**src/design/rab_cfg_defines.svh**
```systemverilog
`ifndef RAB_CFG_DEFINES_SVH
`define RAB_CFG_DEFINES_SVH

// AXI4-Lite bus widths
`define RAB_AXI_DATA_W 64
`define RAB_AXI_ADDR_W 32

// slice field widths
`define RAB_ADDR_VIRT_W 32
`define RAB_ADDR_PHYS_W 40
`define RAB_N_FLAGS 4
`define RAB_MISS_ID_W 10

// word window, slice 0 included
`define RAB_N_SLICES 4
`define RAB_N_WORDS 16
`define RAB_WORD_LSB 3
`define RAB_WORD_IDX_W 4

// miss handling
`define RAB_FIFO_DEPTH 8
`define RAB_WORD_ADDR_FIFO 0
`define RAB_WORD_ID_FIFO 1

`endif

```
**src/design/rab_axi_pkg.sv**
```systemverilog
`default_nettype none

`include "rab_cfg_defines.svh"

package rab_axi_pkg;

  // master side of the AXI4-Lite port
  typedef struct packed {
    logic [`RAB_AXI_ADDR_W-1:0]   awaddr;
    logic                         awvalid;
    logic [`RAB_AXI_DATA_W-1:0]   wdata;
    logic [`RAB_AXI_DATA_W/8-1:0] wstrb;
    logic                         wvalid;
    logic                         bready;
    logic [`RAB_AXI_ADDR_W-1:0]   araddr;
    logic                         arvalid;
    logic                         rready;
  } axi_lite_req_t;

  // slave side
  typedef struct packed {
    logic                       awready;
    logic                       wready;
    logic [1:0]                 bresp;
    logic                       bvalid;
    logic                       arready;
    logic [`RAB_AXI_DATA_W-1:0] rdata;
    logic [1:0]                 rresp;
    logic                       rvalid;
  } axi_lite_rsp_t;

endpackage

`default_nettype wire

```
**src/design/rab_cfg_pkg.sv**
```systemverilog
`default_nettype none

`include "rab_cfg_defines.svh"

package rab_cfg_pkg;

  // one slice word, view picked by idx[1:0]
  typedef union packed {
    struct packed {
      logic [`RAB_AXI_DATA_W-`RAB_ADDR_VIRT_W-1:0] pad;
      logic [`RAB_ADDR_VIRT_W-1:0]                 addr;
    } virt;
    struct packed {
      logic [`RAB_AXI_DATA_W-`RAB_ADDR_PHYS_W-1:0] pad;
      logic [`RAB_ADDR_PHYS_W-1:0]                 addr;
    } phys;
    struct packed {
      logic [`RAB_AXI_DATA_W-`RAB_N_FLAGS-1:0] pad;
      logic [`RAB_N_FLAGS-1:0]                 flags;
    } flags;
    logic [`RAB_AXI_DATA_W-1:0] raw;
  } cfg_word_u;

  typedef struct packed {
    logic                         en;
    logic [`RAB_WORD_IDX_W-1:0]   idx;
    cfg_word_u                    data;
    logic [`RAB_AXI_DATA_W/8-1:0] strb;
  } cfg_wr_t;

  typedef struct packed {
    logic [`RAB_WORD_IDX_W-1:0] idx;
    logic                       pop;
  } cfg_rd_t;

  typedef struct packed {
    logic                        valid;
    logic [`RAB_ADDR_VIRT_W-1:0] addr;
    logic [`RAB_MISS_ID_W-1:0]   id;
  } miss_req_t;

  // empty flag on top, entry right-aligned
  typedef struct packed {
    logic                                          empty;
    logic [`RAB_AXI_DATA_W-`RAB_ADDR_VIRT_W-2:0]   zero;
    logic [`RAB_ADDR_VIRT_W-1:0]                   entry;
  } fifo_rd_word_t;

endpackage

`default_nettype wire

```
**src/design/miss_fifo.sv**
```systemverilog
`default_nettype none

`include "rab_cfg_defines.svh"

module miss_fifo #(
  parameter int WIDTH = `RAB_ADDR_VIRT_W,
  parameter int DEPTH = `RAB_FIFO_DEPTH
) (
  input  wire              Clk_CI,
  input  wire              Rst_RBI,
  input  wire              push_i,
  input  wire [WIDTH-1:0]  data_i,
  output logic             full_o,
  input  wire              pop_i,
  output logic [WIDTH-1:0] data_o,
  output logic             valid_o
);

  localparam int PTR_W = (DEPTH > 1) ? $clog2(DEPTH) : 1;
  localparam int CNT_W = $clog2(DEPTH + 1);

  logic [WIDTH-1:0] mem_q [DEPTH];
  logic [PTR_W-1:0] wr_ptr_q, rd_ptr_q;
  logic [CNT_W-1:0] cnt_q;
  logic             do_push, do_pop;

  function automatic logic [PTR_W-1:0] ptr_inc(input logic [PTR_W-1:0] ptr);
    return (ptr == PTR_W'(DEPTH - 1)) ? '0 : ptr + 1'b1;
  endfunction

  assign full_o  = (cnt_q == CNT_W'(DEPTH));
  assign valid_o = (cnt_q != '0);
  // push to a full FIFO and pop from an empty one are dropped
  assign do_push = push_i & ~full_o;
  assign do_pop  = pop_i & valid_o;
  assign data_o  = mem_q[rd_ptr_q];

  always_ff @(posedge Clk_CI or negedge Rst_RBI)
  begin
    if (!Rst_RBI)
    begin
      wr_ptr_q <= '0;
      rd_ptr_q <= '0;
      cnt_q    <= '0;
      for (int i = 0; i < DEPTH; i++)
        mem_q[i] <= '0;
    end
    else
    begin
      if (do_push)
      begin
        mem_q[wr_ptr_q] <= data_i;
        wr_ptr_q        <= ptr_inc(wr_ptr_q);
      end
      if (do_pop)
        rd_ptr_q <= ptr_inc(rd_ptr_q);
      cnt_q <= cnt_q + CNT_W'(do_push) - CNT_W'(do_pop);
    end
  end

  a_cnt_bound: assert property (@(posedge Clk_CI) disable iff (!Rst_RBI)
    cnt_q <= CNT_W'(DEPTH));

endmodule

`default_nettype wire

```
**src/design/cfg_regfile.sv**
```systemverilog
`default_nettype none

`include "rab_cfg_defines.svh"

module cfg_regfile (
  input  wire                                       Clk_CI,
  input  wire                                       Rst_RBI,
  input  wire rab_cfg_pkg::cfg_wr_t                 cfg_wr_i,
  input  wire rab_cfg_pkg::cfg_rd_t                 cfg_rd_i,
  output rab_cfg_pkg::cfg_word_u [`RAB_N_WORDS-1:0] l1_cfg_o,
  output logic [`RAB_AXI_DATA_W-1:0]                rdata_o
);

  // slice 0 belongs to the miss handler
  localparam int FIRST_W = `RAB_N_WORDS / `RAB_N_SLICES;

  rab_cfg_pkg::cfg_word_u cfg_q [FIRST_W:`RAB_N_WORDS-1];
  rab_cfg_pkg::cfg_word_u strb_word;
  rab_cfg_pkg::cfg_word_u wr_word;

  always_comb
  begin
    strb_word = '0;
    for (int b = 0; b < `RAB_AXI_DATA_W/8; b++)
      if (cfg_wr_i.strb[b])
        strb_word.raw[8*b +: 8] = cfg_wr_i.data.raw[8*b +: 8];
    // keep only the field of this word's role
    wr_word = '0;
    case (cfg_wr_i.idx[1:0])
      2'b10:   wr_word.phys.addr   = strb_word.phys.addr;
      2'b11:   wr_word.flags.flags = strb_word.flags.flags;
      default: wr_word.virt.addr   = strb_word.virt.addr;
    endcase
  end

  always_ff @(posedge Clk_CI or negedge Rst_RBI)
  begin
    if (!Rst_RBI)
    begin
      for (int w = FIRST_W; w < `RAB_N_WORDS; w++)
        cfg_q[w] <= '0;
    end
    else if (cfg_wr_i.en && (cfg_wr_i.idx >= FIRST_W))
      cfg_q[cfg_wr_i.idx] <= wr_word;
  end

  always_comb
  begin
    l1_cfg_o = '0;
    for (int w = FIRST_W; w < `RAB_N_WORDS; w++)
      l1_cfg_o[w] = cfg_q[w];
  end

  assign rdata_o = l1_cfg_o[cfg_rd_i.idx].raw;

  for (genvar w = FIRST_W; w < `RAB_N_WORDS; w++)
  begin : g_pad_chk
    if ((w % 4) == 3)
    begin : g_flags
      a_pad: assert property (@(posedge Clk_CI) cfg_q[w].flags.pad == '0);
    end
    else if ((w % 4) == 2)
    begin : g_phys
      a_pad: assert property (@(posedge Clk_CI) cfg_q[w].phys.pad == '0);
    end
    else
    begin : g_virt
      a_pad: assert property (@(posedge Clk_CI) cfg_q[w].virt.pad == '0);
    end
  end

endmodule

`default_nettype wire

```
**src/design/miss_handler.sv**
```systemverilog
`default_nettype none

`include "rab_cfg_defines.svh"

module miss_handler (
  input  wire                        Clk_CI,
  input  wire                        Rst_RBI,
  input  wire rab_cfg_pkg::miss_req_t miss_i,
  input  wire rab_cfg_pkg::cfg_wr_t  cfg_wr_i,
  input  wire rab_cfg_pkg::cfg_rd_t  cfg_rd_i,
  output logic                       mh_fifo_full_o,
  output logic [`RAB_AXI_DATA_W-1:0] rdata_o
);

  logic                        addr_push, addr_pop, addr_full, addr_valid;
  logic                        id_push, id_pop, id_full, id_valid;
  logic [`RAB_ADDR_VIRT_W-1:0] addr_din, addr_dout;
  logic [`RAB_MISS_ID_W-1:0]   id_din, id_dout;
  rab_cfg_pkg::fifo_rd_word_t  rd_word;

  // a hardware miss takes priority, a colliding software push is lost
  always_comb
  begin
    addr_push = 1'b0;
    id_push   = 1'b0;
    addr_din  = miss_i.addr;
    id_din    = miss_i.id;
    if (miss_i.valid)
    begin
      addr_push = 1'b1;
      id_push   = 1'b1;
    end
    else if (cfg_wr_i.en && (cfg_wr_i.idx == `RAB_WORD_ADDR_FIFO))
    begin
      addr_push = 1'b1;
      addr_din  = cfg_wr_i.data.virt.addr;
    end
    else if (cfg_wr_i.en && (cfg_wr_i.idx == `RAB_WORD_ID_FIFO))
    begin
      id_push = 1'b1;
      id_din  = cfg_wr_i.data.raw[`RAB_MISS_ID_W-1:0];
    end
  end

  assign mh_fifo_full_o = (addr_push & addr_full) | (id_push & id_full);

  always_comb
  begin
    rd_word  = '0;
    addr_pop = 1'b0;
    id_pop   = 1'b0;
    case (cfg_rd_i.idx)
      `RAB_WORD_ADDR_FIFO:
      begin
        rd_word.empty = ~addr_valid;
        rd_word.entry = addr_dout;
        addr_pop      = cfg_rd_i.pop & addr_valid;
      end
      `RAB_WORD_ID_FIFO:
      begin
        rd_word.empty = ~id_valid;
        rd_word.entry = {{(`RAB_ADDR_VIRT_W-`RAB_MISS_ID_W){1'b0}}, id_dout};
        id_pop        = cfg_rd_i.pop & id_valid;
      end
      default:
        rd_word = '0;
    endcase
  end

  assign rdata_o = rd_word;

  miss_fifo #(
    .WIDTH (`RAB_ADDR_VIRT_W),
    .DEPTH (`RAB_FIFO_DEPTH)
  ) addr_fifo (
    .Clk_CI  (Clk_CI),
    .Rst_RBI (Rst_RBI),
    .push_i  (addr_push),
    .data_i  (addr_din),
    .full_o  (addr_full),
    .pop_i   (addr_pop),
    .data_o  (addr_dout),
    .valid_o (addr_valid)
  );

  miss_fifo #(
    .WIDTH (`RAB_MISS_ID_W),
    .DEPTH (`RAB_FIFO_DEPTH)
  ) id_fifo (
    .Clk_CI  (Clk_CI),
    .Rst_RBI (Rst_RBI),
    .push_i  (id_push),
    .data_i  (id_din),
    .full_o  (id_full),
    .pop_i   (id_pop),
    .data_o  (id_dout),
    .valid_o (id_valid)
  );

endmodule

`default_nettype wire

```
**src/design/axi_lite_slave.sv**
```systemverilog
`default_nettype none

`include "rab_cfg_defines.svh"

module axi_lite_slave (
  input  wire                          Clk_CI,
  input  wire                          Rst_RBI,
  input  wire rab_axi_pkg::axi_lite_req_t axi_req_i,
  output rab_axi_pkg::axi_lite_rsp_t   axi_rsp_o,
  output rab_cfg_pkg::cfg_wr_t         cfg_wr_o,
  output rab_cfg_pkg::cfg_rd_t         cfg_rd_o,
  input  wire [`RAB_AXI_DATA_W-1:0]    cfg_rdata_i,
  input  wire [`RAB_AXI_DATA_W-1:0]    mh_rdata_i
);

  localparam int IDX_W = `RAB_WORD_IDX_W;
  localparam int LSB   = `RAB_WORD_LSB;

  // only the word index is kept, upper address bits alias
  logic [IDX_W-1:0]             aw_idx_q;
  logic [IDX_W-1:0]             ar_idx_q;
  logic [`RAB_AXI_DATA_W-1:0]   wdata_q;
  logic [`RAB_AXI_DATA_W/8-1:0] wstrb_q;

  logic awready_q, aw_done_q;
  logic wready_q, w_done_q;
  logic both_dly_q, bvalid_q, b_done_q;
  logic arready_q, ar_done_q, rvalid_q, r_done_q;
  logic both_done, wr_pulse;

  assign both_done = aw_done_q & w_done_q;
  assign wr_pulse  = both_done & ~both_dly_q;

  always_ff @(posedge Clk_CI)
  begin
    if (awready_q && axi_req_i.awvalid)
      aw_idx_q <= axi_req_i.awaddr[LSB +: IDX_W];
    if (wready_q && axi_req_i.wvalid)
    begin
      wdata_q <= axi_req_i.wdata;
      wstrb_q <= axi_req_i.wstrb;
    end
    if (arready_q && axi_req_i.arvalid)
      ar_idx_q <= axi_req_i.araddr[LSB +: IDX_W];
  end

  // AW, W and B channels
  always_ff @(posedge Clk_CI or negedge Rst_RBI)
  begin
    if (!Rst_RBI)
    begin
      awready_q  <= 1'b1;
      aw_done_q  <= 1'b0;
      wready_q   <= 1'b1;
      w_done_q   <= 1'b0;
      both_dly_q <= 1'b0;
      bvalid_q   <= 1'b0;
      b_done_q   <= 1'b0;
    end
    else
    begin
      both_dly_q <= both_done;
      if (awready_q && axi_req_i.awvalid)
      begin
        awready_q <= 1'b0;
        aw_done_q <= 1'b1;
      end
      else if (aw_done_q && b_done_q)
      begin
        awready_q <= 1'b1;
        aw_done_q <= 1'b0;
      end
      if (wready_q && axi_req_i.wvalid)
      begin
        wready_q <= 1'b0;
        w_done_q <= 1'b1;
      end
      else if (w_done_q && b_done_q)
      begin
        wready_q <= 1'b1;
        w_done_q <= 1'b0;
      end
      // response runs until bready, then one done cycle
      if (both_done && !b_done_q)
      begin
        if (!bvalid_q)
          bvalid_q <= 1'b1;
        else if (axi_req_i.bready)
        begin
          bvalid_q <= 1'b0;
          b_done_q <= 1'b1;
        end
      end
      else
      begin
        bvalid_q <= 1'b0;
        b_done_q <= 1'b0;
      end
    end
  end

  // AR and R channels
  always_ff @(posedge Clk_CI or negedge Rst_RBI)
  begin
    if (!Rst_RBI)
    begin
      arready_q <= 1'b1;
      ar_done_q <= 1'b0;
      rvalid_q  <= 1'b0;
      r_done_q  <= 1'b0;
    end
    else
    begin
      if (arready_q && axi_req_i.arvalid)
      begin
        arready_q <= 1'b0;
        ar_done_q <= 1'b1;
      end
      else if (ar_done_q && r_done_q)
      begin
        arready_q <= 1'b1;
        ar_done_q <= 1'b0;
      end
      if (ar_done_q && !r_done_q)
      begin
        if (!rvalid_q)
          rvalid_q <= 1'b1;
        else if (axi_req_i.rready)
        begin
          rvalid_q <= 1'b0;
          r_done_q <= 1'b1;
        end
      end
      else
      begin
        rvalid_q <= 1'b0;
        r_done_q <= 1'b0;
      end
    end
  end

  always_comb
  begin
    cfg_wr_o.en       = wr_pulse;
    cfg_wr_o.idx      = aw_idx_q;
    cfg_wr_o.data.raw = wdata_q;
    cfg_wr_o.strb     = wstrb_q;
    cfg_rd_o.idx      = ar_idx_q;
    // one pop per completed read
    cfg_rd_o.pop      = rvalid_q & axi_req_i.rready;
  end

  always_comb
  begin
    axi_rsp_o.awready = awready_q;
    axi_rsp_o.wready  = wready_q;
    axi_rsp_o.bresp   = 2'b00;
    axi_rsp_o.bvalid  = bvalid_q;
    axi_rsp_o.arready = arready_q;
    // both sources are zero outside their own words
    axi_rsp_o.rdata   = cfg_rdata_i | mh_rdata_i;
    axi_rsp_o.rresp   = 2'b00;
    axi_rsp_o.rvalid  = rvalid_q;
  end

  a_bvalid_hold: assert property (@(posedge Clk_CI) disable iff (!Rst_RBI)
    bvalid_q && !axi_req_i.bready |=> bvalid_q);

  a_wr_pulse_single: assert property (@(posedge Clk_CI) disable iff (!Rst_RBI)
    wr_pulse |=> !wr_pulse);

endmodule

`default_nettype wire

```
**src/design/rab_cfg_top.sv**
```systemverilog
`default_nettype none

`include "rab_cfg_defines.svh"

module rab_cfg_top (
  input  wire                                       Clk_CI,
  input  wire                                       Rst_RBI,
  input  wire rab_axi_pkg::axi_lite_req_t           axi_req_i,
  output rab_axi_pkg::axi_lite_rsp_t                axi_rsp_o,
  input  wire rab_cfg_pkg::miss_req_t               miss_i,
  output logic                                      mh_fifo_full_o,
  output rab_cfg_pkg::cfg_word_u [`RAB_N_WORDS-1:0] l1_cfg_o
);

  rab_cfg_pkg::cfg_wr_t       cfg_wr;
  rab_cfg_pkg::cfg_rd_t       cfg_rd;
  logic [`RAB_AXI_DATA_W-1:0] cfg_rdata;
  logic [`RAB_AXI_DATA_W-1:0] mh_rdata;

  axi_lite_slave u_axi_lite_slave (
    .Clk_CI      (Clk_CI),
    .Rst_RBI     (Rst_RBI),
    .axi_req_i   (axi_req_i),
    .axi_rsp_o   (axi_rsp_o),
    .cfg_wr_o    (cfg_wr),
    .cfg_rd_o    (cfg_rd),
    .cfg_rdata_i (cfg_rdata),
    .mh_rdata_i  (mh_rdata)
  );

  cfg_regfile u_cfg_regfile (
    .Clk_CI   (Clk_CI),
    .Rst_RBI  (Rst_RBI),
    .cfg_wr_i (cfg_wr),
    .cfg_rd_i (cfg_rd),
    .l1_cfg_o (l1_cfg_o),
    .rdata_o  (cfg_rdata)
  );

  miss_handler u_miss_handler (
    .Clk_CI         (Clk_CI),
    .Rst_RBI        (Rst_RBI),
    .miss_i         (miss_i),
    .cfg_wr_i       (cfg_wr),
    .cfg_rd_i       (cfg_rd),
    .mh_fifo_full_o (mh_fifo_full_o),
    .rdata_o        (mh_rdata)
  );

endmodule

`default_nettype wire

```
**config.mk**
```make
export PLATFORM = sky130hd
export DESIGN_NAME = rab_cfg_top
export DESIGN_NICKNAME = d
export VERILOG_FILES = /design/src/design/rab_axi_pkg.sv /design/src/design/rab_cfg_pkg.sv /design/src/design/miss_fifo.sv /design/src/design/cfg_regfile.sv /design/src/design/miss_handler.sv /design/src/design/axi_lite_slave.sv /design/src/design/rab_cfg_top.sv
export VERILOG_INCLUDE_DIRS = /design/src /design/src/design
export SDC_FILE = /design/constraint.sdc
export NUM_CORES = 2
export LEC_CHECK = 0
export BUFFER_PORTS_ARGS = -buffer_cell sky130_fd_sc_hd__buf_2
export CAP_MARGIN = 20
export CORE_AREA = 2 2 497 499
export CTS_BUF_LIST = sky130_fd_sc_hd__clkbuf_4 sky130_fd_sc_hd__clkbuf_8
export CTS_CLUSTER_DIAMETER = 100
export DETAILED_ROUTE_END_ITERATION = 10
export DIE_AREA = 0 0 499 501
export PLACE_DENSITY_LB_ADDON = 0.08
export SYNTH_ARGS = -nofsm -noshare
export SYNTH_HDL_FRONTEND = slang
export SYNTH_SLANG_ARGS = --single-unit
```
**constraint.sdc**
```tcl
create_clock -name Clk_CI -period 7.12 [get_ports Clk_CI]
set_input_delay 0 -clock Clk_CI [delete_from_list [all_inputs] [get_ports Clk_CI]]
set_output_delay 0 -clock Clk_CI [all_outputs]
set_load 0.005 [all_outputs]
```
==> results.sh <==
export IMPL_grt_max_degree=118
export IMPL_place_area_um2=48350
export IMPL_crit_fanout=34
export IMPL_tns_ps=0
export IMPL_rsz0062_at_grt="no"
export IMPL_use_met1_pct=21.57
export IMPL_path_class="reg -> out"
export IMPL_ir_drop_mv=0.1460
export IMPL_fin_crit_ps=4343
export IMPL_p_per_area_nw_per_um2=346.7
export IMPL_avgSynthCellArea_um2=12.45
export IMPL_synthCells=3478
export IMPL_power_mw=18.63
export IMPL_io_pins=1284
export IMPL_htree_levels=4
export IMPL_syn_to_final_growth_pct=24.14
export IMPL_drc=0
export IMPL_layout_nets=4538
export IMPL_grt_pass1_wl_um=281900
export IMPL_relSlewSlack_pct=29.16
export IMPL_final_util_pct=21.95
export IMPL_cts_root_buffer="clkbuf_8"
export IMPL_status="completed"
export IMPL_grt_total_usage_pct=16.65
export IMPL_antenna_found_initial=34
export IMPL_required_ps=7120
export IMPL_synth_cell_types=54
export IMPL_initial_core_util_pct=17.68
export IMPL_cts_hold_buf=166
export IMPL_routed_wl_um=213000
export IMPL_synth_compound_area_share_pct=6.188
export IMPL_yosysWarnings=0
export IMPL_stdcell_count=7681
export IMPL_tightest_slew_ps=1055
export IMPL_netlist_area_um2=43290
export IMPL_use_met3_pct=2.792
export IMPL_reg2reg_from="u_axi_lite_slave.aw_idx_q[2]$_DFFE_PP_"
export IMPL_cts_buffer_depth=3
export IMPL_finClkSkew_ps=48.28
export IMPL_drv_cap=0
export IMPL_cp_start_kind="flip-flop"
export IMPL_max_freq_mhz=230.2
export IMPL_hold_class="in -> reg"
export IMPL_place_gp_congestion=0.7517
export IMPL_min_from="miss_i[16]"
export IMPL_cts_sinks=900
export IMPL_die_x_um=499
export IMPL_routedWlPerCell_um=27.73
export IMPL_cts_buffers=186
export IMPL_design_area_um2=53740
export IMPL_clk_pin_slew_ps=50
export IMPL_drt_pass1_iter_count=5
export IMPL_hold_viol=0
export IMPL_grt_pass1_vias=29230
export IMPL_coreArea_um2=244800
export IMPL_crit_arrival_ps=4340
export IMPL_synth_xor_area_share_pct=0.08093
export IMPL_fp_dieH_um=501
export IMPL_grtUsageMet2_pct=28.74
export IMPL_p_leak_nw=24.75
export IMPL_report_final_slew_viol_count=0
export IMPL_cp_end_kind="primary output"
export IMPL_ctsResizeCount=0
export IMPL_dp_hpwl_um=155800
export IMPL_drive_above_1_share_pct=36.47
export IMPL_worstSkewPairLatency_ps=940
export IMPL_yosysTopAreaCell="dfrtp_1"
export IMPL_ff2ff_path_depth=6
export IMPL_async_flop_share_pct=94.11
export IMPL_synth_simple_area_share_pct=7.483
export IMPL_synth_top_family_by_area="multiplexers"
export IMPL_synthAdderAreaFrac_pct=0.6705
export IMPL_rows=182
export IMPL_dieArea_um2=250000
export IMPL_routed_via_density=3.796
export IMPL_critPathLaunch="u_axi_lite_slave.ar_idx_q[1]$_DFFE_PP_"
export IMPL_fillers=26450
export IMPL_synthMuxAreaShare_pct=20.91
export IMPL_port_buffers=629
export IMPL_synth_edf_count=53
export IMPL_yosysSeqAreaShare_pct=52.65
export IMPL_via_count=29160
export IMPL_cts_tree="built"
export IMPL_yosysTopAreaCellShare_pct=48.79
export IMPL_first_iter_violations=1663
export IMPL_globalRouteOverflowTotal=0
export IMPL_synth_ff_type="dfrtp_1"
export IMPL_yosys_top_cells_area="dfrtp_1 49%, mux2_2 10%, buf_4 10%"
export IMPL_setup_viol=0
export IMPL_fin_crit_sh_pct=61.00
export IMPL_dpl_cell_count=7196
export IMPL_ys_ff_latch=900
export IMPL_cts_setup_buffers=0
export IMPL_ant_nets=0
export IMPL_top_usage_layer="met2"
export IMPL_min_path_cells=4
-- state kept, by name (all words and copies together) (netlist names), 3 cells and up --
signal / cells
u_miss_handler.id_fifo.wr_ptr_q: 3
u_axi_lite_slave.aw_idx_q: 4
u_miss_handler.addr_fifo.mem_q: 256
u_axi_lite_slave.wstrb_q: 5
u_axi_lite_slave.ar_idx_q: 4
u_miss_handler.id_fifo.cnt_q: 4
u_miss_handler.addr_fifo.cnt_q: 4
u_cfg_regfile.l1_cfg_o: 480
u_miss_handler.id_fifo.mem_q: 80
u_miss_handler.id_fifo.rd_ptr_q: 3
u_miss_handler.addr_fifo.wr_ptr_q: 3
u_axi_lite_slave.wdata_q: 40
u_miss_handler.addr_fifo.rd_ptr_q: 3
-- layout by cell type, fill, tap and decap left out, drive strengths merged, types with 23 or more instances in the layout --
cell         synthesis  routed
dfrtp              844     844
buf                638     705
conb                 1     571
nand2              390     390
mux2               389     389
o21ai              357     357
clkbuf             138     285
mux4               182     182
and2               166     166
dlygate4sd3          0     165
mux2i               57      57
edfxtp              53      53
a21oi               48      48
a22oi               38      38
inv                 17      23
-- through the flow --
stage               worst slack (ps)  hold slack (ps)
global route                    2471            84.21
CTS                             2414            1.001
global placement                3444            120.3
detailed placement              3429            114.3
finish                          2777            152.3
floorplan                       4472           -295.6
-- cell usage after synthesis, types with 13 or more instances --
cell type	n
mux4_2	182
nand3_1	13
a221oi_1	20
dfrtp_1	844
buf_2	50
mux2i_1	57
buf_4	576
o21ai_0	357
clkbuf_1	137
edfxtp_1	53
nand2_1	390
a22oi_1	38
mux2_2	386
inv_1	17
a21oi_1	48
and2_1	166
ha_1	20
-- critical path, stage by stage, from the launching register on --
cell and delay, ps:
edfxtp_1 320, buf_4 390, buf_4 610, mux4_2 430, a22oi_1 830, nand4_1 460
buf_2 270
-- final cells by class --
type	count	area, µm²	share of cell area (%)
diodes	14	35.03	0.06519
flip-flops and latches	900	22800	42.43
repair buffers	870	5520	10.27
clock buffers	285	3460	6.438
multi-input cells	2355	17620	32.78
clock inverters	20	215.2	0.4005
well taps	3220	4029	7.497
inverters	17	63.81	0.1187
-- routing by layer --
layer / vias up / routed length (µm)
met3: 228 / 10140
met4: 6 / 4490
li1: 12820 / -
met5: - / 45
met1: 15130 / 91420
met2: 976 / 106900
-- power by group --
group	total, mW	leakage [nW]	internal (mW)	switching, mW
clock network	5.65	1.96	3.13	2.51
registers	7.80	11.5	6.71	1.09
logic	5.19	11.3	2.60	2.59
-- logic make-up (layout without fill, tap and decap cells) --
kind of cell             count (synthesis)  count (layout)
AND/OR/NAND/NOR                        644             644
multiplexers                           628             628
XOR/XNOR                                 4               4
AO/OA/AOI/OAI                          486             486
flip-flops                             900             900
buffers and inverters                  793            1192
adder cells (fa/ha/maj)                 22              22
other                                    1             585
-- worst paths after layout --
check	endpoint	slack, ps
max	axi_rsp_o[3]	2780
min	u_miss_handler.addr_fifo.mem_q[230]$_DFFE_PN0P_	150
max reg2reg	u_miss_handler.addr_fifo.mem_q[84]$_DFFE_PN0P_	3510
min reg2reg	u_axi_lite_slave.rvalid_q$_DFF_PN0_	470
max in group asynchronous	u_cfg_regfile.l1_cfg_o[483]$_DFFE_PN0P_	5500
min in group asynchronous	u_miss_handler.id_fifo.mem_q[53]$_DFFE_PN0P_	370
Power figures use the tool's default switching activity.
